==> config.mk <==
export PLATFORM = sky130hd
export DESIGN_NAME = dcache_way_ram
export DESIGN_NICKNAME = d
export VERILOG_FILES = /design/src/dcache_pkg.sv /design/src/dcache_way_ram.sv
export SDC_FILE = /design/constraint.sdc
export NUM_CORES = 2
export LEC_CHECK = 0
export BUFFER_PORTS_ARGS = -buffer_cell sky130_fd_sc_hd__buf_2
export CORE_ASPECT_RATIO = 0.75
export CORE_UTILIZATION = 66
export DETAILED_ROUTE_END_ITERATION = 6
export PLACE_DENSITY_LB_ADDON = 0.05
export SYNTH_ARGS = -nofsm -noshare
export SYNTH_HDL_FRONTEND = slang
export SYNTH_SLANG_ARGS = --single-unit
==> constraint.sdc <==
create_clock -name clk -period 17.15 [get_ports clk]
set_input_delay 1.715 -clock clk [delete_from_list [all_inputs] [get_ports clk]]
set_output_delay 1.715 -clock clk [all_outputs]
set_load 0.02 [all_outputs]
==> src/dcache_pkg.sv <==
package dcache_pkg;

    // geometry
    localparam int DC_INDEX_W    = 4;
    localparam int DC_WORD_OFF_W = 2;
    localparam int DC_OFF_W      = DC_WORD_OFF_W + 2;        // byte offset inside a line
    localparam int DC_TAG_W      = 32 - DC_INDEX_W - DC_OFF_W;
    localparam int DC_SETS       = 1 << DC_INDEX_W;
    localparam int DC_WORDS      = 1 << DC_WORD_OFF_W;

    typedef logic [31:0] word_t;
    typedef logic [3:0]  strb_t;
    typedef logic [31:0] addr_t;
    typedef logic [DC_INDEX_W-1:0] index_t;

    // word 0 sits in the low bits
    typedef word_t [DC_WORDS-1:0] line_t;

    typedef struct packed {
        logic                valid;
        logic [DC_TAG_W-1:0] tag;
    } tag_entry_t;

endpackage

==> src/dcache_way_ram.sv <==
module dcache_way_ram #(
    parameter type T = dcache_pkg::line_t
) (
    input  logic               clk,
    input  logic               i_we,
    input  dcache_pkg::index_t i_windex,
    input  T                   i_wdata,
    input  dcache_pkg::index_t i_rindex,
    output T                   o_rdata
);

    T mem [dcache_pkg::DC_SETS];

    always_ff @(posedge clk) begin
        if (i_we) begin
            mem[i_windex] <= i_wdata;      // whole entry written
        end
        o_rdata <= mem[i_rindex];          // old data on same-index write
    end

endmodule

# ---- Word-level counts from Yosys, hierarchy flattened
# Memories as Yosys holds them, arrays and structs flattened. A register that Yosys moved wholly into a read port is not among the register bits.
# Cells that the tools add are included.
dict set report classes {
  muxes 2
}
# cell count
set ops {}
lappend ops {{2-to-1 mux 1 bit} 2}
dict set report word_totals {
  ff_bits 0
  ram_bits 2048
  input_bits 138
  output_inout_bits 128
  elab_cells 3
  memories 1
}
# name words width rd rd_clocked_by_memory_dff wr line_no
set mem_list {}
lappend mem_list {mem 16 128 1 1 1 dcache_way_ram.sv:12} ;# T mem [dcache_pkg::DC_SETS];

# ---- Longest topological paths before layout
dict set report depth {
  depth_word 2
  depth_mapped 8
  depth_no_buf 3
}

# ---- Worst setup path before layout
# Ideal clock, no wire load.
dict set report synth_path {
  path_kind {in2reg}
  from {in i_windex[2]}
  to {mem mem[0][0] (netlist name) (enable)}
  setup_ns 0.774
  t_arrival_ns 10.868
  required_time_ns 16.376
  path_slack_ns 5.508
  stages 2
  n_path_buf 0
  path_cell_list {or3b_2 nor3_1}
}
# item line_no
set synth_rtl {}
lappend synth_rtl {{start: declaration} dcache_way_ram.sv:6} ;# input dcache_pkg::index_t i_windex,
lappend synth_rtl {{end: declaration} dcache_way_ram.sv:12}
# No word-level cell before the write port.

==> results.tsv <==
metric	value	unit
status	finished, final reports clean	
cts_sinks	2176	
critPathRequiredTime	17.84	ns
fp.dieArea	122000	um^2
drtPass1Iterations	5	
fin_tns_setup	0	ns
async_flop_share	0	%
p_int	0.00860	W
vias_per_cell	6.77	
seqPwrFrac	55.4	%
use_met3	4.73	%
crit_path_end_kind	register	
synthDistinctLibCells	26	
ctsResizeCount	0	
maxSlewHeadroom	18.9	%
n_fill_cell	6290	
power.switching	0.00221	W
tightest_slew	1.22	ns
die_w	403	um
maxCapViolCount	0	
synth_common_cells	edfxtp_1, mux4_2, a22oi_1	
drt_iter0_drc	4190	
met2_usage	47.8	%
yosysSeqAreaShare	80.6	%
synthFlopType	edfxtp_1	
finClkSkew	0.0207	ns
cts_tree	built	
yosysWarnings	0	
syn_to_final_growth	11.9	%
design.portCount	266	
clk_latency	0.81	ns
utilization	75.0	%
drv_slew	0	
syn_area	79500	um^2
synth-edff-count	2048	
grt_setup_unrepaired	no	
hold_path.class	reg2reg	
grt_pass1_vias	37582	
ctsHoldBuffers	0	
htree_levels	4	
cts_buffers	189	
postSynthAreaPerCell	23.7	um^2
ys_seq_elements	2176	
worstPathMaxFanout	82	
use_met1	42.0	%
antenna_found_initial	29	
synth_area_leaders	edfxtp_1, mux4_2, dfxtp_1	
combinationalPowerShare	5.0	%
core_area	119000	um^2
final_cells	5430	
yosysMostFrequentCell	edfxtp_1	
die_h	303	um
critical_path_arrival	5.99	ns
grt_pass1_wl	253000	um
syn_inst	3354	
worstSetupPathType	in2reg	
switching_share	20.4	%
placementRows	109	
path_clk_slew	0.06	ns
post-route-min-period	5.31	ns
vias	36756	
start_kind	primary input	
drive_above_1_share	30.5	%
gp_congestion	0.743	
drtAntennaViolNets	0	
yosys.area.top_type	edfxtp_1	
power.density	121	nW/um^2
grt_overflow	0	
grt_most_used_layer	met2	
finalCritPeriodShare	30.9	%
wirelength	174000	um
drt-wirelength-per-cell	32.1	um
cts_buffer_depth	3	
max_freq	188	MHz
grt_max_degree	165	
hold_viol_final	0	
syn_nets	3492	
drcViolationCount	0	
io_buffers	265	
clkPwrFrac	39.6	%
dp_hpwl	83100	um
power.leakage	28.6	nW
root_buffer	clkbuf_16	
nNetsFinal	3837	
whs	0.663	ns
dp.cells	5062	
synth_top_area_share	77.4	%
grt_use_total	29.2	%
setup_violations	0	
initial_utilization	67.0	%
post_cts_buffers	0	
vdd_drop_max	0.116	mV
-- final cells by class --
type                    instances  area [um^2]  share of cell area, %
diodes                         11         27.5                 0.0309
clock buffers                 280         5530                   6.22
clock inverters                77          746                  0.838
well taps                    1554         1940                   2.19
multi-input cells            1001        14700                   16.5
flip-flops and latches       2176        64100                   72.0
repair buffers                331         1970                   2.22
-- cells in the final DEF, fill, tap and decap left out, drive strengths merged, types with 2 or more instances in the layout --
cell type / n
a221oi: 11
a22oi: 216
and2: 3
buf: 331
bufinv: 14
clkbuf: 280
clkinv: 55
clkinvlp: 2
dfxtp: 128
diode: 11
edfxtp: 2048
inv: 6
mux2: 59
mux2i: 25
mux4: 479
nand2: 97
nand2b: 15
nand3b: 2
nor2: 15
nor2b: 28
nor3: 4
o21ai: 15
o221ai: 22
o22a: 7
-- critical path, cell delays in order --
cell	delay (ns)
buf_8	0.61
buf_4	0.89
buf_4	0.77
buf_4	0.88
mux4_2	0.61
a22oi_1	0.23
nand2_1	0.09
-- kinds of logic (layout without fill, tap and decap cells) --
group	count (synthesis)	after routing	share of synthesized area [%]
AOI/OAI and AO/OA	271	271	2.58
other	0	11	0
muxes	563	563	14.7
buffers and inverters	177	688	1.15
and+or+nand+nor	167	167	0.960
DFF	2176	2176	80.6
-- state kept, by name (all words and copies together), names as in the netlist --
| signal | count |
|---|---|
| o_rdata | 128 |
| mem | 2048 |
-- power groups by stage --
stage | Sequential [W] | Clock [W] | Combinational, W
after detailed placement | 0.00610 | 0 | 0.000546
after global placement | 0.00609 | 0 | 0.000530
after floorplan | 0.00614 | 0 | 0.000288
final | 0.00599 | 0.00427 | 0.000545
after global routing | 0.00599 | 0.00452 | 0.000580
after CTS | 0.00599 | 0.00432 | 0.000549
-- routing by layer --
metal,share of wire [%],vias to the layer above,wire (um)
li1,-,15000,-
met1,39,19776,68300
met2,51,1682,88300
met3,7.8,282,13700
met4,2.1,16,3650
met5,0.054,-,94
-- per-stage QoR --
stage          power, W  instance area, um^2  setup slack, ns
4_1_cts          0.0109                88900            11.76
2_1_floorplan   0.00643                79500             5.51
3_5_place_dp    0.00665                82600            10.88
3_3_place_gp    0.00662                82600            10.98
5_1_grt          0.0111                88900            11.32
6_report         0.0108                88900            11.84
-- path summary, 6_finish.rpt --
kind	to	from	slack, ns	cells past startpoint
worst max-delay path	o_rdata[80]	i_rindex[0]	11.84	7
worst min-delay path	o_rdata[40]	mem[6][40]	0.66	3
worst max register to register	o_rdata[100]	mem[5][100]	15.67	3
worst min register to register	o_rdata[40]	mem[6][40]	0.66	3
No activity file was read; power rests on OpenSTA's default activity.
