[src/dcache_pkg.sv]
package dcache_pkg;

    // geometry
    localparam int DC_INDEX_W    = 4;
    localparam int DC_WORD_OFF_W = 2;
    localparam int DC_OFF_W      = DC_WORD_OFF_W + 2;        // byte offset inside a line
    localparam int DC_TAG_W      = 32 - DC_INDEX_W - DC_OFF_W;
    localparam int DC_SETS       = 1 << DC_INDEX_W;
    localparam int DC_WORDS      = 1 << DC_WORD_OFF_W;

    typedef logic [31:0] word_t;
    typedef logic [3:0]  strb_t;
    typedef logic [31:0] addr_t;
    typedef logic [DC_INDEX_W-1:0] index_t;

    // word 0 sits in the low bits
    typedef word_t [DC_WORDS-1:0] line_t;

    typedef struct packed {
        logic                valid;
        logic [DC_TAG_W-1:0] tag;
    } tag_entry_t;

endpackage

[src/dcache_ifs.sv]
// request buffer <-> main control
interface dc_req_if;
    logic                  req_pending;
    dcache_pkg::addr_t     req_addr;
    logic                  req_we;
    dcache_pkg::index_t    look_index;     // index the arrays read this cycle
    logic                  take;
    logic                  done;
    dcache_pkg::line_t     hit_line;
    dcache_pkg::line_t     merged_line;    // hit_line with store bytes applied

    modport front (
        output req_pending, req_addr, req_we, look_index, merged_line,
        input  take, done, hit_line
    );
    modport ctrl (
        input  req_pending, req_addr, req_we, look_index, merged_line,
        output take, done, hit_line
    );
endinterface


[src/dcache_req_front.sv]
module dcache_req_front (
    input  logic              clk,
    input  logic              rstn,
    input  logic              i_rvalid,
    input  logic              i_wvalid,
    input  dcache_pkg::addr_t i_addr,
    input  dcache_pkg::word_t i_wdata,
    input  dcache_pkg::strb_t i_wstrb,
    output dcache_pkg::word_t o_rdata,
    dc_req_if.front           req
);

    logic                             held_q;
    dcache_pkg::addr_t                addr_q;
    dcache_pkg::word_t                data_q;
    dcache_pkg::strb_t                strb_q;
    logic [dcache_pkg::DC_WORD_OFF_W-1:0] woff;
    dcache_pkg::line_t                merged;

    always_ff @(posedge clk) begin
        if (!rstn) begin
            held_q <= 1'b0;
        end else if (req.take) begin
            held_q <= 1'b1;
        end else if (req.done) begin
            held_q <= 1'b0;
        end
    end

    // request buffer
    always_ff @(posedge clk) begin
        if (req.take) begin
            addr_q <= i_addr;
            data_q <= i_wdata;
            strb_q <= i_wvalid ? i_wstrb : '0;   // loads carry no strobe
        end
    end

    assign req.req_pending = held_q | i_rvalid | i_wvalid;
    assign req.req_addr    = addr_q;
    assign req.req_we      = |strb_q;

    // arrays follow the input while nothing is held
    assign req.look_index = held_q ? addr_q[dcache_pkg::DC_OFF_W +: dcache_pkg::DC_INDEX_W]
                                   : i_addr[dcache_pkg::DC_OFF_W +: dcache_pkg::DC_INDEX_W];

    assign woff = addr_q[2 +: dcache_pkg::DC_WORD_OFF_W];

    // store merge, byte by byte
    always_comb begin
        merged = req.hit_line;
        for (int b = 0; b < 4; b++) begin
            if (strb_q[b]) begin
                merged[woff][8*b +: 8] = data_q[8*b +: 8];
            end
        end
    end

    assign req.merged_line = merged;
    assign o_rdata         = req.hit_line[woff];

endmodule

[src/flat_wrapper.sv]
// flat-port wrapper written by rule: the top's interface ports become plain ports
module dcache_req_front_flat 
  (clk, rstn, i_rvalid, i_wvalid, i_addr, i_wdata, i_wstrb, o_rdata, req_req_pending, req_req_addr, req_req_we, req_look_index, req_merged_line, req_take, req_done, req_hit_line);
  dc_req_if req_i ();
  input  logic clk;
  input  logic rstn;
  input  logic i_rvalid;
  input  logic i_wvalid;
  input  dcache_pkg::addr_t i_addr;
  input  dcache_pkg::word_t i_wdata;
  input  dcache_pkg::strb_t i_wstrb;
  output dcache_pkg::word_t o_rdata;
  output wire logic [$bits(req_i.req_pending)-1:0] req_req_pending;
  output wire logic [$bits(req_i.req_addr)-1:0] req_req_addr;
  output wire logic [$bits(req_i.req_we)-1:0] req_req_we;
  output wire logic [$bits(req_i.look_index)-1:0] req_look_index;
  output wire logic [$bits(req_i.merged_line)-1:0] req_merged_line;
  input wire logic [$bits(req_i.take)-1:0] req_take;
  input wire logic [$bits(req_i.done)-1:0] req_done;
  input wire logic [$bits(req_i.hit_line)-1:0] req_hit_line;
  assign req_req_pending = req_i.req_pending;
  assign req_req_addr = req_i.req_addr;
  assign req_req_we = req_i.req_we;
  assign req_look_index = req_i.look_index;
  assign req_merged_line = req_i.merged_line;
  assign req_i.take = req_take;
  assign req_i.done = req_done;
  assign req_i.hit_line = req_hit_line;
  dcache_req_front u_core (.clk(clk), .rstn(rstn), .i_rvalid(i_rvalid), .i_wvalid(i_wvalid), .i_addr(i_addr), .i_wdata(i_wdata), .i_wstrb(i_wstrb), .o_rdata(o_rdata), .req(req_i));
endmodule
[config.mk]
export PLATFORM = sky130hd
export DESIGN_NAME = dcache_req_front_flat
export DESIGN_NICKNAME = d
export VERILOG_FILES = /design/src/dcache_pkg.sv /design/src/dcache_ifs.sv /design/src/dcache_req_front.sv /design/src/flat_wrapper.sv
export SDC_FILE = /design/constraint.sdc
export NUM_CORES = 1
export LEC_CHECK = 0
export ABC_CLOCK_PERIOD_IN_PS = 4100
export BUFFER_PORTS_ARGS = -buffer_cell sky130_fd_sc_hd__buf_2
export CAP_MARGIN = 20
export CORE_AREA = 2 2 157 159
export CTS_BUF_LIST = sky130_fd_sc_hd__clkbuf_2 sky130_fd_sc_hd__clkbuf_4 sky130_fd_sc_hd__clkbuf_8
export DETAILED_ROUTE_END_ITERATION = 12
export DIE_AREA = 0 0 159 161
export SLEW_MARGIN = 20
export SYNTH_ARGS = -nofsm -noshare
export SYNTH_HDL_FRONTEND = slang
export SYNTH_SLANG_ARGS = --single-unit
[constraint.sdc]
create_clock -name clk -period 4.1 [get_ports clk]
set_input_delay 0.41 -clock clk [delete_from_list [all_inputs] [get_ports clk]]
set_output_delay 0.41 -clock clk [all_outputs]
set_load 0.02 [all_outputs]
Word-level counts from Yosys, hierarchy flattened
Index checks and enable logic that the tools add are counted.
- bits in registers: 69
- output and inout bits: 198
- order comparisons: 2
- muxes and demuxes: 21
- reduce and logical (&&, ||, !) cells: 3
- bitwise operators: 2
- operators with widths (kind ; count):
    $bwmux 128 ; 4
    $mux 128 ; 4
    $demux 32 s2 ; 4
    $bmux 32 s2 ; 1
    $mux 32 ; 2
    $mux 24 ; 1
    $mux 16 ; 1
    $mux 8 ; 1
    $mux 4 ; 1
    $reduce_or 4->1 ; 1
    $lt 2x3->1 const B ; 1
    $ge 2x1->1 const B ; 1
    $mux 1 ; 2
    $or 1x1->1 ; 2
    $reduce_bool 2->1 ; 1
    $logic_and 1x1->1 ; 1

Logic depth before layout (Yosys ltp)
Gate-level depths: netlist (run 1).
- word-level depth: 12
- gate-level depth with buffers: 4
- mapped depth without buffers: 2

Least setup slack after synthesis (run 1)
OpenSTA, ideal clock, no wires.
- path kind: register -> output
- start point: register u_core.addr_q[3], in the netlist u_core.req.req_addr[3]
- end point: output req_merged_line[10]
- stages on the path, launching flop included: 4
- required time: 3690 ps
- arrival time: 1531 ps
- setup slack: 2159 ps
- cell sequence: edfxtp_1 > buf_4 > nor3b_4 > mux2_2
- word-level cells in the longest chain between the ends: 10
- RTL lines (item ; line ; text):
    from (decl) ; dcache_req_front.sv:14 ; dcache_pkg::addr_t addr_q;
    from (signal assigned) ; dcache_req_front.sv:33 ; addr_q <= i_addr;
    $lt 2x3->1 (not written as such) or $ge 2x1->1 (tied branches) ; dcache_req_front.sv:54 ; merged[woff][8*b +: 8] = data_q[8*b +: 8];
    $logic_and 1x1->1 (not written as such) ; dcache_req_front.sv:54 ;
    $mux 16 (not written as such) ; dcache_req_front.sv:54 ;
    $demux 32 s2 ; - ;
    $bwmux 128 ; dcache_req_front.sv:54 ;
    $mux 128 ; dcache_req_front.sv:53 ; if (strb_q[b]) begin
    $bwmux 128 ; dcache_req_front.sv:54 ;
    $mux 128 ; dcache_req_front.sv:53 ;
    $bwmux 128 ; dcache_req_front.sv:54 ;
    $mux 128 * ; dcache_req_front.sv:53 ;
    to (decl) ; flat_wrapper.sv:17 ; output wire logic [$bits(req_i.merged_line)-1:0] req_merged_line;
Mark *: on every way between the ends. The rest lies on a longest branch, timed or not.

Worst setup path in the final report (run 1)
- start point: register u_core.addr_q[2], in the netlist u_core.req.req_addr[2]
- end point: output req_merged_line[70]
- word-level cells in the longest chain between the ends: 12
- RTL lines (item ; line):
    $lt 2x3->1 (not written as such) or $ge 2x1->1 (tied branches) ; dcache_req_front.sv:54
    $logic_and 1x1->1 (not written as such) ; dcache_req_front.sv:54
    $mux 8 (not written as such) ; dcache_req_front.sv:54
    $demux 32 s2 ; -
    $bwmux 128 ; dcache_req_front.sv:54
    $mux 128 ; dcache_req_front.sv:53
    $bwmux 128 ; dcache_req_front.sv:54
    $mux 128 ; dcache_req_front.sv:53
    $bwmux 128 ; dcache_req_front.sv:54
    $mux 128 ; dcache_req_front.sv:53
    $bwmux 128 ; dcache_req_front.sv:54
    $mux 128 * ; dcache_req_front.sv:53
Marked as above.

==> out/qor.yml, run 1 <==
die_h_um: 161
outcome: "complete, no violations"
post-dp-hpwl_um: 15090
hold_violations: 0
cts_made_buffers: 9
grt_overflow: 0
worstMarginPinSlew_ps: 976.9
synth_common_cells: "mux2_2, edfxtp_1, mux4_2"
synth_fp_nets: 469
period_minus_slack_ps: 2949
synth_edf_count: 68
antenna_found_initial: 0
cts_tree: "done"
tns_ps: 0
max_stage_delay_ps: 780
max-slew-margin-rel: 0.3488
dieArea_um2: 25600
finalNonFillerCells: 1001
place_area_um2: 7066
synth_cell_types: 18
vias_per_cell: 4.235
finalCritPeriodShare: 0.7193
grt-busiest-layer: "met2"
setup.worst_path.start: "u_core.req.req_addr[2]"
fin_worst_skew_ps: 0
netlist_instances: 267
placement.io_buffers: 399
max_freq_ghz: 0.3391
peakVddDrop_v: 0.0001592
swShare: 0.3427
wl_per_cell_um: 19.00
diodes: 0
layout-drive-gt1-share: 0.8863
slew_viol_final: 0
cp-start-kind: "flop"
holdBufCountCts: 0
combinationalPowerShare: 0.354
hold_path_class: "in2reg"
seqPwrFrac: 0.369
final_util: 0.3045
cts_sinks: 69
ys_seq_area_frac: 0.4390
avgSynthCellArea_um2: 17.59
hp-start: "i_addr[11]"
critPathMaxFanout: 18
place.gp.congestion: 0.8508
cts_resized: 0
path_buf_inv: 2
post-synth-top-count-cell: "mux2_2"
power.internal_mw: 1.580
grt_util_all_layers: 0.1422
setup_viol: 0
synth_top_area_share: 0.4347
cts_setup_buffers: 0
grt.met3_usage: 0.04263
cp.required_ps: 3690
path_cells: "buf_4, nand3b_2, mux2_2, buf_2"
syn_area_um2: 4697
fin_area_um2: 7296
async_reset_ff_frac: 0
power.density_nw_per_um2: 329.4
grt_max_degree: 70
first_pass_iters: 4
rsz0062_at_grt: "no"
die_x_um: 159
setup.worst_path.end_class: "primary output"
design.core.area_um2: 23960
path_class: "reg2out"
whs_ps: 223.9
cts_buffer_depth: 2
use_met1: 0.1617
start_util: 0.1960
p_leak_nw: 3.297
nNetsFinal: 874
maxCapViolCount: 0
synthFlopType: "edfxtp_1"
crit_arrival_ps: 2540
clk_pin_slew_ps: 90
wirelength_um: 19020
io_pins: 400
placedCellCount: 985
p_clk_frac: 0.277
fp-row-count: 57
ys_warn_count: 0
rr_startpoint: "u_core.held_q"
antenna_left: 0
fillers: 2512
drtIter0Drc: 119
vias: 4239
cts-root-buf: "clkbuf_8"
met2_usage: 0.2573
slowest_stage: "edfxtp_1"
grt_pass1_wl_um: 27390
drc: 0
crit_family: "flip-flops"
synthTopCellsByArea: "edfxtp_1, mux2_2, mux4_2"
clk_latency_ps: 340
area_delta_synth_final_pct: 55.33
p_switching_mw: 0.8236
synth_area_leader_cell: "edfxtp_1"
cts-htree-levels: 3
ys_ff_latch: 69
grt_pass1_vias: 4607
-- final cells by class --
type | instances | area (um^2) | share of cell area
clock buffer | 11 | 145.1 | 0.01989
clock inverter | 5 | 85.08 | 0.01166
sequential | 69 | 2062 | 0.2826
multi-input combinational | 188 | 2561 | 0.3511
tap | 324 | 405.4 | 0.05557
timing repair buffer | 404 | 2037 | 0.2792
-- logic make-up after synthesis --
group / count (synthesis) / synth area share
compound gates: 1 / 0.001599
flops: 69 / 0.4390
simple gates: 23 / 0.06740
mux: 164 / 0.4763
buf+inv: 10 / 0.01571
-- metal layers --
metal | vias to the layer above | share of wire
met4 | 0 | 0.018
met5 | - | 0
met1 | 2060 | 0.39
met3 | 19 | 0.070
li1 | 1936 | -
met2 | 224 | 0.52
-- state kept, by name, indices dropped and copies added (netlist names) --
name	flops
u_core.strb_q	4
u_core.data_q	32
u_core.req.req_addr	32
u_core.held_q	1
-- per-stage QoR --
stage	power (mW)	setup WS, ps
4_1_cts	2.455	1066
5_1_grt	2.527	990.5
6_report	2.403	1151
3_5_place_dp	1.762	1467
2_1_floorplan	1.406	2159
3_3_place_gp	1.760	1524
-- layout by cell type, fill, tap and decap left out, types with 2 or more instances in the layout --
master and count:
edfxtp_1 68, mux4_2 32, nand3b_4 4, clkbuf_8 10, mux2_2 123, nor3b_4 4
mux2_4 8, and2_1 4, clkinv_4 2, bufinv_16 2, nand3b_2 4, buf_2 398
buf_4 6, nand3_4 4
-- power groups by stage --
stage	sequential [mW]	combinational (mW)	clock, mW
after global placement	0.904	0.856	0
after detailed placement	0.903	0.859	0
after CTS	0.889	0.861	0.705
after floorplan	0.918	0.488	0
after global routing	0.897	0.900	0.730
final	0.888	0.850	0.665
-- worst register-to-register path, cell delays in order (launching register included) --
cell and delay [ps]:
dfxtp_1 470, nor2b_1 180, o21a_1 110
-- final timing paths --
kind	to	slack (ps)	cells after the start
worst max-delay path	req_merged_line[70]	1150	4
worst min-delay path	u_core.req.req_addr[11]	220	1
worst max register to register	u_core.held_q	3290	2
worst min register to register	u_core.held_q	750	2
(Power assumes the default switching activity.)
==> run 2: changes to the inputs <==
Settings changed: ABC_CLOCK_PERIOD_IN_PS 4100 to 2900, CORE_AREA 2 2 157 159 to 2 2 153 155, DIE_AREA 0 0 159 161 to 0 0 155 157.
Clock period 4.1 ns to 2.9 ns, I/O delays scaled along.
==> run 2 against run 1 <==
Compared with the run above:
- sequential cell count stayed put
- total power increased by 38%
- combinational power grew 42%
- clock-buffer cell count is 1 lower
- via count up 1.1%
- highest routed layer unchanged
- first-iteration DRC count grew 76%
- wire length is 3.4% lower
- non-clock buffer count fell by 1
==> out/qor.yml, run 2 (synthesis gave the netlist of run 1 again) <==
whs_ps: 104.0  # -119.9 ps
hold_path_class: "in2reg"
cp.required_ps: 2610  # -1080 ps
grt_pass1_vias: 4486  # -2.6%
slowest_stage: "nor3b_4"
cts-htree-levels: 3  # unchanged
hold_violations: 0  # unchanged
period_minus_slack_ps: 2422
grt_max_degree: 70  # unchanged
holdBufCountCts: 0  # unchanged
max_freq_ghz: 0.4128
area_delta_synth_final_pct: 54.13
fp-row-count: 55  # -3.5%
rsz0062_at_grt: "no"
drc: 0  # unchanged
dieArea_um2: 24340  # -4.9%
power.density_nw_per_um2: 456.6  # +39%
antenna_left: 0  # unchanged
max_stage_delay_ps: 520  # -260 ps
finalNonFillerCells: 962  # -3.9%
clk_latency_ps: 350  # about the same
maxCapViolCount: 0  # unchanged
slew_viol_final: 0  # unchanged
layout-drive-gt1-share: 0.8861  # about the same
grt_util_all_layers: 0.1430  # +0.0008724
grt_overflow: 0  # unchanged
drtIter0Drc: 210  # +76%
cts-root-buf: "clkbuf_8"
setup_viol: 0  # unchanged
wirelength_um: 18360  # -3.4%
vias: 4287  # +1.1%
vias_per_cell: 4.456  # +5.2%
worstMarginPinSlew_ps: 920.8  # -56.06 ps
cts_made_buffers: 9  # unchanged
cts_sinks: 69  # unchanged
place.gp.congestion: 0.9005  # +5.8%
layout_commonest_cell: "buf_2"
nNetsFinal: 873  # -0.11%
antenna_found_initial: 0  # unchanged
final_cell_mix: "buf_2, mux2_2, edfxtp_1"
path_class: "reg2out"
clk_pin_slew_ps: 90  # about the same
die_h_um: 157  # -2.5%
cts_tree: "done"
finalCritPeriodShare: 0.8353
max-slew-margin-rel: 0.3861  # +0.03737
cts_resized: 0  # unchanged
critPathMaxFanout: 18  # unchanged
setup.worst_path.end_class: "primary output"
fin_worst_skew_ps: 0  # unchanged
placedCellCount: 945  # -4.1%
cts_setup_buffers: 0  # unchanged
cts_buffer_depth: 2  # unchanged
worst_slack_ps: 477.6  # -673.5 ps
power.total_mw: 3.306  # +38%
dp_slack_ps: 809.8  # -657.6 ps
post-dp-hpwl_um: 14690  # -2.7%
path_cells: "buf_4, nor3b_4, mux2_2, buf_2"
design.core.area_um2: 22500  # -6.1%
crit_arrival_ps: 2130  # -410 ps
placement.io_buffers: 399  # unchanged
start_util: 0.2087  # +0.01272
grt_pass1_wl_um: 26090  # -4.8%
fillers: 2282  # -9.2%
io_pins: 400  # unchanged
p_leak_nw: 3.285  # -0.36%
peakVddDrop_v: 0.0002271  # +43%
outcome: "complete, no violations"
first_pass_iters: 4  # unchanged
cp-start-kind: "flop"
wl_per_cell_um: 19.08  # +0.46%
die_x_um: 155  # -2.5%
tns_ps: 0  # unchanged
## run 2: metrics by stage
step | cell area (um^2) | utilization
2_1_floorplan | 4697 | -
3_3_place_gp | 7034 | 0.3126
3_5_place_dp | 7034 | 0.3126
4_1_cts | 7237 | 0.3216
5_1_grt | 7237 | 0.3216
6_report | 7239 | 0.3217
## run 2: path summary, 6_finish.rpt
check	slack (ps)	start	depth (start not counted)	endpoint
hold reg to reg	730	u_core.held_q	2	u_core.held_q
setup / recovery	480	u_core.req.req_addr[3]	4	req_merged_line[26]
hold / removal	100	i_wdata[17]	1	u_core.data_q[17]
setup reg to reg	2100	u_core.held_q	2	u_core.held_q
## run 2: layout make-up
class	count	area, um^2	share of cell area
tap	285	356.6	0.04926
clock inverter	6	71.32	0.009851
timing repair buffer	403	2054	0.2838
antenna	1	2.502	0.0003457
clock buffer	10	131.4	0.01815
multi-input combinational	188	2561	0.3538
sequential	69	2062	0.2848
## run 2: power by group
group	leakage [nW]	total (mW)	internal [mW]	switching, mW
registers	0.673	1.25	1.19	0.0637
clock network	0.0969	0.845	0.415	0.430
logic	2.51	1.21	0.530	0.681
total	3.28	3.31	2.13	1.17
## run 2: critical path, delay by kind of cell (launching register included)
family        cells  cell delay [ps]
buf+inv           2              420
flops             1              440
mux               1              390
simple gates      1              520
## run 2: routing by layer
layer,track usage,routed length [um],share of wire,up-vias
met5,0,0,0,-
li1,-,-,-,1940
met3,0.04543,1535,0.084,18
met4,0.04982,373,0.020,0
met2,0.2506,9465,0.52,240
met1,0.1648,6985,0.38,2089
