`src/dcache_pkg.sv`:
```
package dcache_pkg;

    // geometry
    localparam int DC_INDEX_W    = 4;
    localparam int DC_WORD_OFF_W = 2;
    localparam int DC_OFF_W      = DC_WORD_OFF_W + 2;        // byte offset inside a line
    localparam int DC_TAG_W      = 32 - DC_INDEX_W - DC_OFF_W;
    localparam int DC_SETS       = 1 << DC_INDEX_W;
    localparam int DC_WORDS      = 1 << DC_WORD_OFF_W;

    typedef logic [31:0] word_t;
    typedef logic [3:0]  strb_t;
    typedef logic [31:0] addr_t;
    typedef logic [DC_INDEX_W-1:0] index_t;

    // word 0 sits in the low bits
    typedef word_t [DC_WORDS-1:0] line_t;

    typedef struct packed {
        logic                valid;
        logic [DC_TAG_W-1:0] tag;
    } tag_entry_t;

endpackage

```
`src/dcache_ifs.sv`:
```


// line refill from memory
interface dc_refill_if;
    logic                  start;
    dcache_pkg::addr_t     line_addr;
    logic                  busy;
    logic                  done;
    dcache_pkg::line_t     line;

    modport ctrl   (output start, line_addr, input  busy, done, line);
    modport refill (input  start, line_addr, output busy, done, line);
endinterface


```
`src/dcache_refill.sv`:
```
module dcache_refill (
    input  logic              clk,
    input  logic              rstn,
    dc_refill_if.refill       rf,
    output logic              o_mem_rd_req,
    output dcache_pkg::addr_t o_mem_rd_addr,
    input  logic              i_mem_rd_valid,
    input  dcache_pkg::word_t i_mem_rd_data,
    input  logic              i_mem_rd_last
);

    logic              busy_q;
    logic              done_q;
    dcache_pkg::addr_t addr_q;
    dcache_pkg::line_t line_q;    // return buffer

    always_ff @(posedge clk) begin
        if (!rstn) begin
            busy_q <= 1'b0;
            done_q <= 1'b0;
        end else begin
            done_q <= busy_q && i_mem_rd_valid && i_mem_rd_last;
            if (rf.start) begin
                busy_q <= 1'b1;
            end else if (i_mem_rd_valid && i_mem_rd_last) begin
                busy_q <= 1'b0;              // request drops after the last beat
            end
        end
    end

    always_ff @(posedge clk) begin
        if (rf.start) addr_q <= rf.line_addr;
        // beats shift down so word 0 ends in the low slot
        if (busy_q && i_mem_rd_valid) begin
            line_q <= {i_mem_rd_data, line_q[dcache_pkg::DC_WORDS-1:1]};
        end
    end

    assign o_mem_rd_req  = busy_q;
    assign o_mem_rd_addr = addr_q;
    assign rf.busy       = busy_q;
    assign rf.done       = done_q;
    assign rf.line       = line_q;

endmodule

```
`src/flat_wrapper.sv`:
```
// flat-port wrapper written by rule: the top's interface ports become plain ports
module dcache_refill_flat 
  (clk, rstn, o_mem_rd_req, o_mem_rd_addr, i_mem_rd_valid, i_mem_rd_data, i_mem_rd_last, rf_start, rf_line_addr, rf_busy, rf_done, rf_line);
  dc_refill_if rf_i ();
  input  logic clk;
  input  logic rstn;
  output logic o_mem_rd_req;
  output dcache_pkg::addr_t o_mem_rd_addr;
  input  logic i_mem_rd_valid;
  input  dcache_pkg::word_t i_mem_rd_data;
  input  logic i_mem_rd_last;
  input wire logic [$bits(rf_i.start)-1:0] rf_start;
  input wire logic [$bits(rf_i.line_addr)-1:0] rf_line_addr;
  output wire logic [$bits(rf_i.busy)-1:0] rf_busy;
  output wire logic [$bits(rf_i.done)-1:0] rf_done;
  output wire logic [$bits(rf_i.line)-1:0] rf_line;
  assign rf_i.start = rf_start;
  assign rf_i.line_addr = rf_line_addr;
  assign rf_busy = rf_i.busy;
  assign rf_done = rf_i.done;
  assign rf_line = rf_i.line;
  dcache_refill u_core (.clk(clk), .rstn(rstn), .rf(rf_i), .o_mem_rd_req(o_mem_rd_req), .o_mem_rd_addr(o_mem_rd_addr), .i_mem_rd_valid(i_mem_rd_valid), .i_mem_rd_data(i_mem_rd_data), .i_mem_rd_last(i_mem_rd_last));
endmodule
```
`config.mk`:
```
export PLATFORM = sky130hd
export DESIGN_NAME = dcache_refill_flat
export DESIGN_NICKNAME = d
export VERILOG_FILES = /design/src/dcache_pkg.sv /design/src/dcache_ifs.sv /design/src/dcache_refill.sv /design/src/flat_wrapper.sv
export SDC_FILE = /design/constraint.sdc
export NUM_CORES = 1
export LEC_CHECK = 0
export BUFFER_PORTS_ARGS = -buffer_cell sky130_fd_sc_hd__buf_4
export CELL_PAD_IN_SITES_DETAIL_PLACEMENT = 2
export CELL_PAD_IN_SITES_GLOBAL_PLACEMENT = 2
export CORE_MARGIN = 1
export CORE_UTILIZATION = 35
export DETAILED_ROUTE_END_ITERATION = 8
export HOLD_SLACK_MARGIN = 0.15
export PLACE_DENSITY = 0.84
export SLEW_MARGIN = 40
export SYNTH_ARGS = -nofsm -noshare
export SYNTH_HDL_FRONTEND = slang
export SYNTH_SLANG_ARGS = --single-unit
```
`constraint.sdc`:
```
create_clock -name clk -period 3.2 [get_ports clk]
set_input_delay 0.8 -clock clk [delete_from_list [all_inputs] [get_ports clk]]
set_output_delay 0.8 -clock clk [all_outputs]
set_load 0.05 [all_outputs]
```
Yosys cells after proc, flatten, opt, wreduce, memory -nomap -nowiden
Index checks and enable logic that the tools add are counted.
{"block": "totals", "register_bits": 162, "output_inout_bits": 163}
{"block": "op_classes", "n_reduce_logical": 4, "muxes": 2}
{"operator": "1-bit logical AND", "n": 3}
{"operator": "1-bit 2-to-1 mux", "n": 2}
{"operator": "2-bit nonzero test", "n": 1}

Depth between registers and ports, before layout
Gate-level depths: netlist (run 1).
{"block": "logic_depth", "word_depth": 3, "mapped_depth": 2}

Least setup slack after synthesis (run 1)
No wires, ideal clock.
{"block": "synth_timing", "kind": "input port to flip-flop", "from": "input port i_mem_rd_valid", "to": "register u_core.line_q, in the netlist u_core.rf.line[0], enable pin", "t_arrival_ps": 1758, "cell_stages": 1, "path_slack_ps": 1043, "t_required_ps": 2801, "path_buffers": 0, "setup_time_ps": 399, "cell_sequence": "and2_4"}
{"block": "synth_between", "elab_chain_len": 1}
{"element": "start, declared", "line_no": "flat_wrapper.sv:9", "source": "input logic i_mem_rd_valid;"}
{"element": "1-bit logical AND", "line_no": "dcache_refill.sv:34", "source": "if (busy_q && i_mem_rd_valid) begin"}
{"element": "end signal, assigned", "line_no": "dcache_refill.sv:35", "source": "line_q <= {i_mem_rd_data, line_q[dcache_pkg::DC_WORDS-1:1]};"}
{"element": "end, declared", "line_no": "dcache_refill.sv:15", "source": "dcache_pkg::line_t line_q;"}
Every way passes these cells.
A chain may end at the register's enable or synchronous reset.

Worst setup path after layout (run 1)
{"block": "layout_timing", "from": "register u_core.addr_q[18], in the netlist u_core.o_mem_rd_addr[18]", "to": "output port o_mem_rd_addr[18]"}
{"element": "start, declared", "line_no": "dcache_refill.sv:14", "source": "dcache_pkg::addr_t addr_q;"}
{"element": "start signal, assigned", "line_no": "dcache_refill.sv:32", "source": "if (rf.start) addr_q <= rf.line_addr;"}
{"element": "end, declared", "line_no": "flat_wrapper.sv:8", "source": "output dcache_pkg::addr_t o_mem_rd_addr;"}
No word-level cell between the ends.

==> results of run 1 <==
## cell type report
class / count / area, µm² / share of cell area, %
Clock buffer: 20 / 437 / 5.81
Clock inverter: 12 / 188 / 2.50
Inverter: 1 / 3.75 / 0.0500
Multi-Input combinational cell: 4 / 26.3 / 0.350
Sequential cell: 162 / 4840 / 64.5
Tap cell: 176 / 220 / 2.93
Timing Repair Buffer: 234 / 1790 / 23.9
## power by group
part | switching (µW) | internal, µW | leakage (µW)
clock | 788 | 1370 | 0.000290
sequential | 47.2 | 2430 | 0.00151
combinational | 403 | 164 | 0.00115
total | 1240 | 3970 | 0.00295
## kinds of logic (layout without fill, tap and decap cells)
kind of cell    after synthesis  count (layout)
compound gates                2               2
buf+inv                       2             267
simple gates                  2               2
flops                       162             162
## per-stage QoR
step | util [%] | hold WS, ns
6_report | 56.1 | 0.451
5_1_grt | 56.1 | 0.459
4_1_cts | 56.1 | 0.456
3_5_place_dp | 51.4 | 0.442
3_3_place_gp | 51.4 | 0.429
2_1_floorplan | - | 0.775
## sequential cells by signal (all words and copies together), names as in the netlist
| register | flops |
|---|---|
| u_core.o_mem_rd_addr | 32 |
| u_core.o_mem_rd_req | 1 |
| u_core.rf.done | 1 |
| u_core.rf.line | 128 |
## layer usage
metal	GRT usage (%)	up-vias	share of wire, %
met5	0	-	0
met2	38.6	117	57
met1	22.3	1349	36
li1	-	1188	-
met3	4.75	18	4.9
met4	10.2	0	2.4
## Yosys cell counts
master | n | area, µm²
inv_1 | 1 | 3.75
and3_1 | 1 | 6.26
a31oi_1 | 1 | 6.26
edfxtp_1 | 160 | 4800
and2_4 | 1 | 8.76
dfxtp_1 | 2 | 40.0
o21ai_0 | 1 | 5.00
buf_4 | 1 | 7.51
## worst max path at each step
stage / endpoint / slack [ns] / depth (start not counted)
global placement: u_core.rf.line[7] / 1.17 / 3
global route: o_mem_rd_addr[18] / 1.20 / 1
detailed placement: u_core.rf.line[3] / 1.12 / 3
CTS: o_mem_rd_addr[18] / 1.19 / 1
floorplan: u_core.rf.line[0] / 1.04 / 1
finish: o_mem_rd_addr[18] / 1.21 / 1
==> metrics.txt, run 1 <==
antenna violations before repair=0; most common cell after layout, fill and taps aside=buf_4; drt drc=0; Rows=42; # IOs=232; Final Hold Vio Count=0; share of post-route cells with drive strength above 1=60.0%; Die Area=14,400 µm²; DP Area=6890 µm²; Final GP Congestion=0.704; # setup viols final=0; pwr/cell area=694 nW/µm²; initial core utilization=36.4%; die height=120 µm; Die X=120 µm; Worst EP required=2.40 ns; largest family of logic cells by synthesized area=simple AND/OR/NAND/NOR gates; placed cells=577; Num CTS Buffers=17; post-cts sizing count=0; final cell count without fillers=609; Max rail drop VDD=0.376 mV; sink of the worst hold path=u_core.rf.line[58]; Yosys cell types=8; top cell family by delay on the critical path=flip-flops; post-layout instance area=7510 µm²; worst skew pair latency=0.41 ns; worst setup margin=1.21 ns; period utilization=62.1%; Worst R2R Setup Slack=1.61 ns; commonest cells after routing, fill and taps aside=231 x buf_4, 160 x edfxtp_1, 17 x clkbuf_16, 5 x bufinv_16, 4 x clkinv_1; clock root buffer=clkbuf_16; routed wire length=14,800 µm; clock buffer depth=2; Setup Total Neg Slack=0 ns; xor-xnor portion of the synthesized cell area=0%; final antenna-violating net count=0; fill cell count=1,158; ANT cells=0; status=completed; Yosys reg bits=162; mean post-synth cell area=29.1 µm²; min cycle time layout=1.99 ns; maxcap violations=0; initial drt markers=165; Post-Syn Area=4880 µm²; CP peak stage delay=0.52 ns; Fmax=503 MHz; Yosys warnings=0; DPL Wire Length=11,000 µm; Via Count=2,672; HP Class=flip-flop to flip-flop; r2r endpoint=u_core.rf.line[3]; Clock Sinks=162; first-pass GRT wire length=20,300 µm; area grow syn2layout=53.9%; crit path DAT=1.19 ns; CTS tree=built; CP startpoint kind=flip-flop; hold_sp=u_core.rf.line[90]; Critical Path Start=u_core.o_mem_rd_addr[18]; Mapped Nets=237; worst slack, placed=1.12 ns; measured slew at the worst slew-check pin=0.600 ns; wire per inst=24.3 µm; Crit Path Class=flip-flop to primary output; compound-cell area share of the yosys netlist=0.231%; worst path cell trace=buf_4; CP max FO=1; Vias/cell=4.39; Clock Skew=0.00425 ns; largest net degree at the start of global routing=41; fin nets=489; CP Capture Type=primary output; Power, Total=5210 µW; IO Port Bufs=231; Overflow after GRT=0; crit path buf inv count=1; simple-gate area share of the yosys netlist=0.308%; Crit Reg-Reg Startpoint=u_core.o_mem_rd_req; core area=13,400 µm²; Crit-path slowest cell=edfxtp_1; unrepaired setup endpoints after global routing=no; Worst-path clk slew=0.06 ns; All-Layer GR Usage=20.9%; r2r worst-path depth=2; Hold Path Depth=0; relative slew slack=60.0%; multiplexer area fraction after synthesis=0%; vias in the first global route=2,902; Seq/Total Area, Yosys=99.2%; Synth Instances=168; Post-CTS Setup Bufs=0; Hold Buf Count CTS=0; H-tree levels=4; Synth Area in Adders=0%; router iterations before antenna repair=5; Leak=0.00295 µW; Max Slew Vio Count=0
(Power assumes the default switching activity.)
==> run 2: changes to the inputs <==
CORE_UTILIZATION = 29   (was 35)
PLACE_DENSITY = 0.75   (was 0.84)
clock period = 1.8 ns   (was 3.2 ns; I/O delays follow)
==> run 2 against run 1 <==
Design area rose by 1.2%. Highest routed layer unchanged. Clock skew rose by 0.0038 ns. Clock-buffer cell count fell by 1.
==> metrics.txt, run 2 (synthesis gave the netlist of run 1 again) <==
register area=4850 µm²; clock buffer depth=2; worst skew pair latency=0.41 ns; H-tree levels=4; top routing layer in use=met4; All-Layer GR Usage=15.6%; multi-input logic area=26.3 µm²; largest net degree at the start of global routing=40; maxcap violations=0; Final GP Congestion=0.750; Rows=47; wire per inst=20.2 µm; Max Slew Vio Count=0; final antenna-violating net count=0; met1 WL=4680 µm; # IOs=232; Vias/cell=4.04; share of post-route cells with drive strength above 1=60.6%; pwr/cell area=1230 nW/µm²; fin nets=490; sink of the worst hold path=u_core.o_mem_rd_addr[13]; Crit-path slowest cell=edfxtp_1; area grow syn2layout=55.7%; Leak=0.00298 µW; worst path cell trace=buf_4; Finished Core Util=46.0%; CP peak stage delay=0.44 ns; Crit Path Class=flip-flop to primary output; crit path buf inv count=1; r2r endpoint=u_core.rf.line[110]; status=completed; Setup Total Neg Slack=0 ns; fill cell count=1,538; Worst EP required=1.35 ns; routed wire length=13,200 µm; DPL Wire Length=9390 µm; relative slew slack=69.6%; Die X=132 µm; Worst-path clk slew=0.06 ns; router iterations before antenna repair=4; Overflow after GRT=0; # setup viols final=0; initial drt markers=142; commonest cells after routing, fill and taps aside=232 x buf_4, 160 x edfxtp_1, 17 x clkbuf_16, 6 x bufinv_16, 4 x clkinv_1; CP startpoint kind=flip-flop; WL met3=686 µm; die height=132 µm; Fmax=652 MHz; period utilization=85.2%; post-cts sizing count=0; top cell family by delay on the critical path=flip-flops; ANT cells=0; Post-CTS Setup Bufs=0; hold_sp=rf_line_addr[13]; Via Count=2,643; IO Port Bufs=231; drt drc=0; Max rail drop VDD=0.673 mV; Num CTS Buffers=17; Final Hold Vio Count=0; clock root buffer=clkbuf_16; crit path DAT=1.08 ns; core area=16,500 µm²; initial core utilization=29.5%; HP Class=input port to flip-flop; Clock Sinks=162; r2r worst-path depth=2; CP Capture Type=primary output; first-pass GRT wire length=19,000 µm; measured slew at the worst slew-check pin=0.456 ns; antenna violations before repair=0; CTS tree=built; unrepaired setup endpoints after global routing=no; Worst R2R Setup Slack=0.55 ns; Hold Path Depth=1; vias in the first global route=2,868; min cycle time layout=1.53 ns; Die Area=17,400 µm²; CP max FO=2; WL met2=7740 µm; Clock Skew=0.00808 ns; Crit Reg-Reg Startpoint=u_core.o_mem_rd_req; Hold Buf Count CTS=0; max reg flops=128; most common cell after layout, fill and taps aside=buf_4
run 2: power by group:
| part | internal, µW | switching (µW) | total, µW |
|---|---|---|---|
| registers | 4330 | 74.7 | 4400 |
| logic | 294 | 704 | 998 |
| clock network | 2580 | 1390 | 3970 |
run 2: final cells by class:
cell class                      instances  share of cell area (%)
Tap cell                              220                    3.62
Sequential cell                       162                    63.8
Clock inverter                         13                    2.81
Timing Repair Buffer                  235                    23.7
Inverter                                1                  0.0494
Multi-Input combinational cell          4                   0.346
Clock buffer                           19                    5.69
run 2: per-layer routing:
metal	GRT usage, %	vias up
met5	0	-
met4	4.07	0
met3	5.81	6
met2	29.6	130
met1	16.0	1314
li1	-	1193
run 2: how the worst max path moves through the flow:
| stage | slack [ns] | end | cells past startpoint | from |
|---|---|---|---|---|
| floorplan | -0.03 | u_core.rf.line[0] | 1 | u_core.o_mem_rd_req |
| global placement | 0.39 | u_core.rf.line[120] | 3 | i_mem_rd_valid |
| detailed placement | 0.36 | u_core.rf.line[69] | 3 | i_mem_rd_valid |
| CTS | 0.23 | rf_line[49] | 1 | u_core.rf.line[49] |
| global route | 0.22 | rf_line[49] | 1 | u_core.rf.line[49] |
| finish | 0.27 | rf_line[49] | 1 | u_core.rf.line[49] |
run 2: through the flow:
stage          cells  setup WS [ns]  total power, µW  area, µm²  hold WS (ns)
2_1_floorplan    168        -0.0305             5050       4890         0.547
3_3_place_gp     622          0.389             5450       6960         0.434
3_5_place_dp     622          0.360             5490       6960         0.437
4_1_cts          654          0.230             9500       7600         0.187
5_1_grt          654          0.221             9650       7600         0.182
6_report         654          0.266             9370       7600         0.209
==> run 3: changes to the inputs <==
CORE_ASPECT_RATIO = 0.7   (was unset)
==> run 3 against run 2 <==
Critical path depth is the same. Global-route usage is essentially flat. Non-clock buffer count stayed put. Sequential share of layout area rose by 0.84 points. Combinational power is essentially flat. Routed wire length hardly changed. Final cell count rose by 0.76%. Via count is 2.3% higher. Die area about the same.
==> metrics.txt, run 3 (synthesis gave the netlist of run 1 again) <==
top cell family by delay on the critical path=flip-flops; crit path DAT=1.08 ns; router iterations before antenna repair=4; r2r worst-path depth=2; Worst-path clk slew=0.06 ns; CP startpoint kind=flip-flop; IO Port Bufs=231; Vias/cell=4.10; drt drc=0; CP Capture Type=primary output; Clock Sinks=162; core area=16,400 µm²; # setup viols final=0; final antenna-violating net count=0; first-pass GRT wire length=19,000 µm; H-tree levels=4; Worst R2R Setup Slack=0.50 ns; register area=4850 µm²; multi-input logic area=26.3 µm²; clock buffer depth=2; wire per inst=20.1 µm; critical path depth=1; Die Area=17,400 µm²; Max rail drop VDD=0.669 mV; placed cells=627; clock root buffer=clkbuf_16; measured slew at the worst slew-check pin=0.436 ns; crit path buf inv count=1; fin nets=490; Hold Buf Count CTS=0; pwr/cell area=1170 nW/µm²; status=completed; fill cell count=1,560; Sw Ratio=25.5%; switching power of the nets=2230 µW; Rows=39; DPL Wire Length=9910 µm; post-layout instance area=7500 µm²; Leak=0.00293 µW; routed wire length=13,200 µm; largest net degree at the start of global routing=40; # IOs=232; share of post-route cells with drive strength above 1=60.8%; initial drt markers=123; Final GP Congestion=0.715; ANT cells=0; period utilization=85.0%; HP Class=input port to flip-flop; relative slew slack=70.9%; DP Area=6960 µm²; clock network power share=38.3%; antenna violations before repair=0; Post-CTS Setup Bufs=0; max reg flops=128; CP peak stage delay=0.44 ns; Crit Path Class=flip-flop to primary output; vias in the first global route=2,975; Crit Reg-Reg Startpoint=u_core.o_mem_rd_req; CTS tree=built; hold_sp=i_mem_rd_data[3]; Max Slew Vio Count=0; Crit-path slowest cell=edfxtp_1; commonest cells after routing, fill and taps aside=232 x buf_4, 160 x edfxtp_1, 17 x clkbuf_16, 4 x clkinv_1, 4 x inv_6; Combinational Power Share=11.4%; Fmax=654 MHz; Die X=157 µm; Critical Path Start=u_core.rf.line[95]; Num CTS Buffers=17; worst skew pair latency=0.42 ns; Clock Skew=0.00787 ns; post-cts sizing count=0; Via Count=2,705; min cycle time layout=1.53 ns; Hold Path Depth=1; Flop pwr share=50.3%; unrepaired setup endpoints after global routing=no; area grow syn2layout=53.7%; All-Layer GR Usage=15.6%; initial core utilization=29.8%; Int Power=6510 µW; final cell count without fillers=659; die height=111 µm; most common cell after layout, fill and taps aside=buf_4; Worst EP required=1.35 ns; worst path cell trace=buf_4; CP max FO=2; maxcap violations=0; Final Hold Vio Count=0; Overflow after GRT=0
-- run 3: cell types whose count changed in the layout (fill, tap and decap cells not counted), sizes merged --
cell / previous run / this run
clkinv: 7 / 6
clkinvlp: 0 / 3
bufinv: 6 / 1
clkbuf: 19 / 18
inv: 1 / 5
-- run 3: worst paths after layout --
path                              to
hold reg to reg   u_core.rf.line[79]
setup reg to reg  u_core.rf.line[28]
setup / recovery         rf_line[95]
hold / removal    u_core.rf.line[99]
-- run 3: per-stage QoR --
| stage | hold WS [ns] | setup slack [ns] | power [µW] | util (%) | setup TNS (ns) |
|---|---|---|---|---|---|
| floorplan | 0.547 | -0.0305 | 5050 | - | -3.91 |
| global placement | 0.433 | 0.348 | 5450 | 42.5 | 0 |
| detailed placement | 0.439 | 0.307 | 5490 | 42.5 | 0 |
| CTS | 0.176 | 0.244 | 8880 | 45.8 | 0 |
| global route | 0.173 | 0.217 | 9040 | 45.8 | 0 |
| finish | 0.202 | 0.270 | 8750 | 45.8 | 0 |
-- run 3: power groups by stage --
| stage | Sequential (µW) | Clock [µW] | Combinational, µW |
|---|---|---|---|
| after floorplan | 5000 | 0 | 51.0 |
| after global placement | 4460 | 0 | 991 |
| after detailed placement | 4480 | 0 | 1010 |
| after CTS | 4400 | 3460 | 1010 |
| after global routing | 4410 | 3590 | 1030 |
| final | 4400 | 3350 | 1000 |
-- run 3: layout make-up --
cell class,instances,area share [%]
Sequential cell,162,64.6
Inverter,1,0.0500
Multi-Input combinational cell,4,0.350
Clock inverter,14,1.50
Clock buffer,18,5.72
Tap cell,225,3.75
Timing Repair Buffer,235,24.0
-- run 3: per-layer routing --
metal	vias up	track usage, %	wire length [µm]
met5	-	0	0
met4	0	6.41	184
met3	15	9.14	1660
met2	149	25.6	6570
met1	1350	16.2	4820
li1	1191	-	-
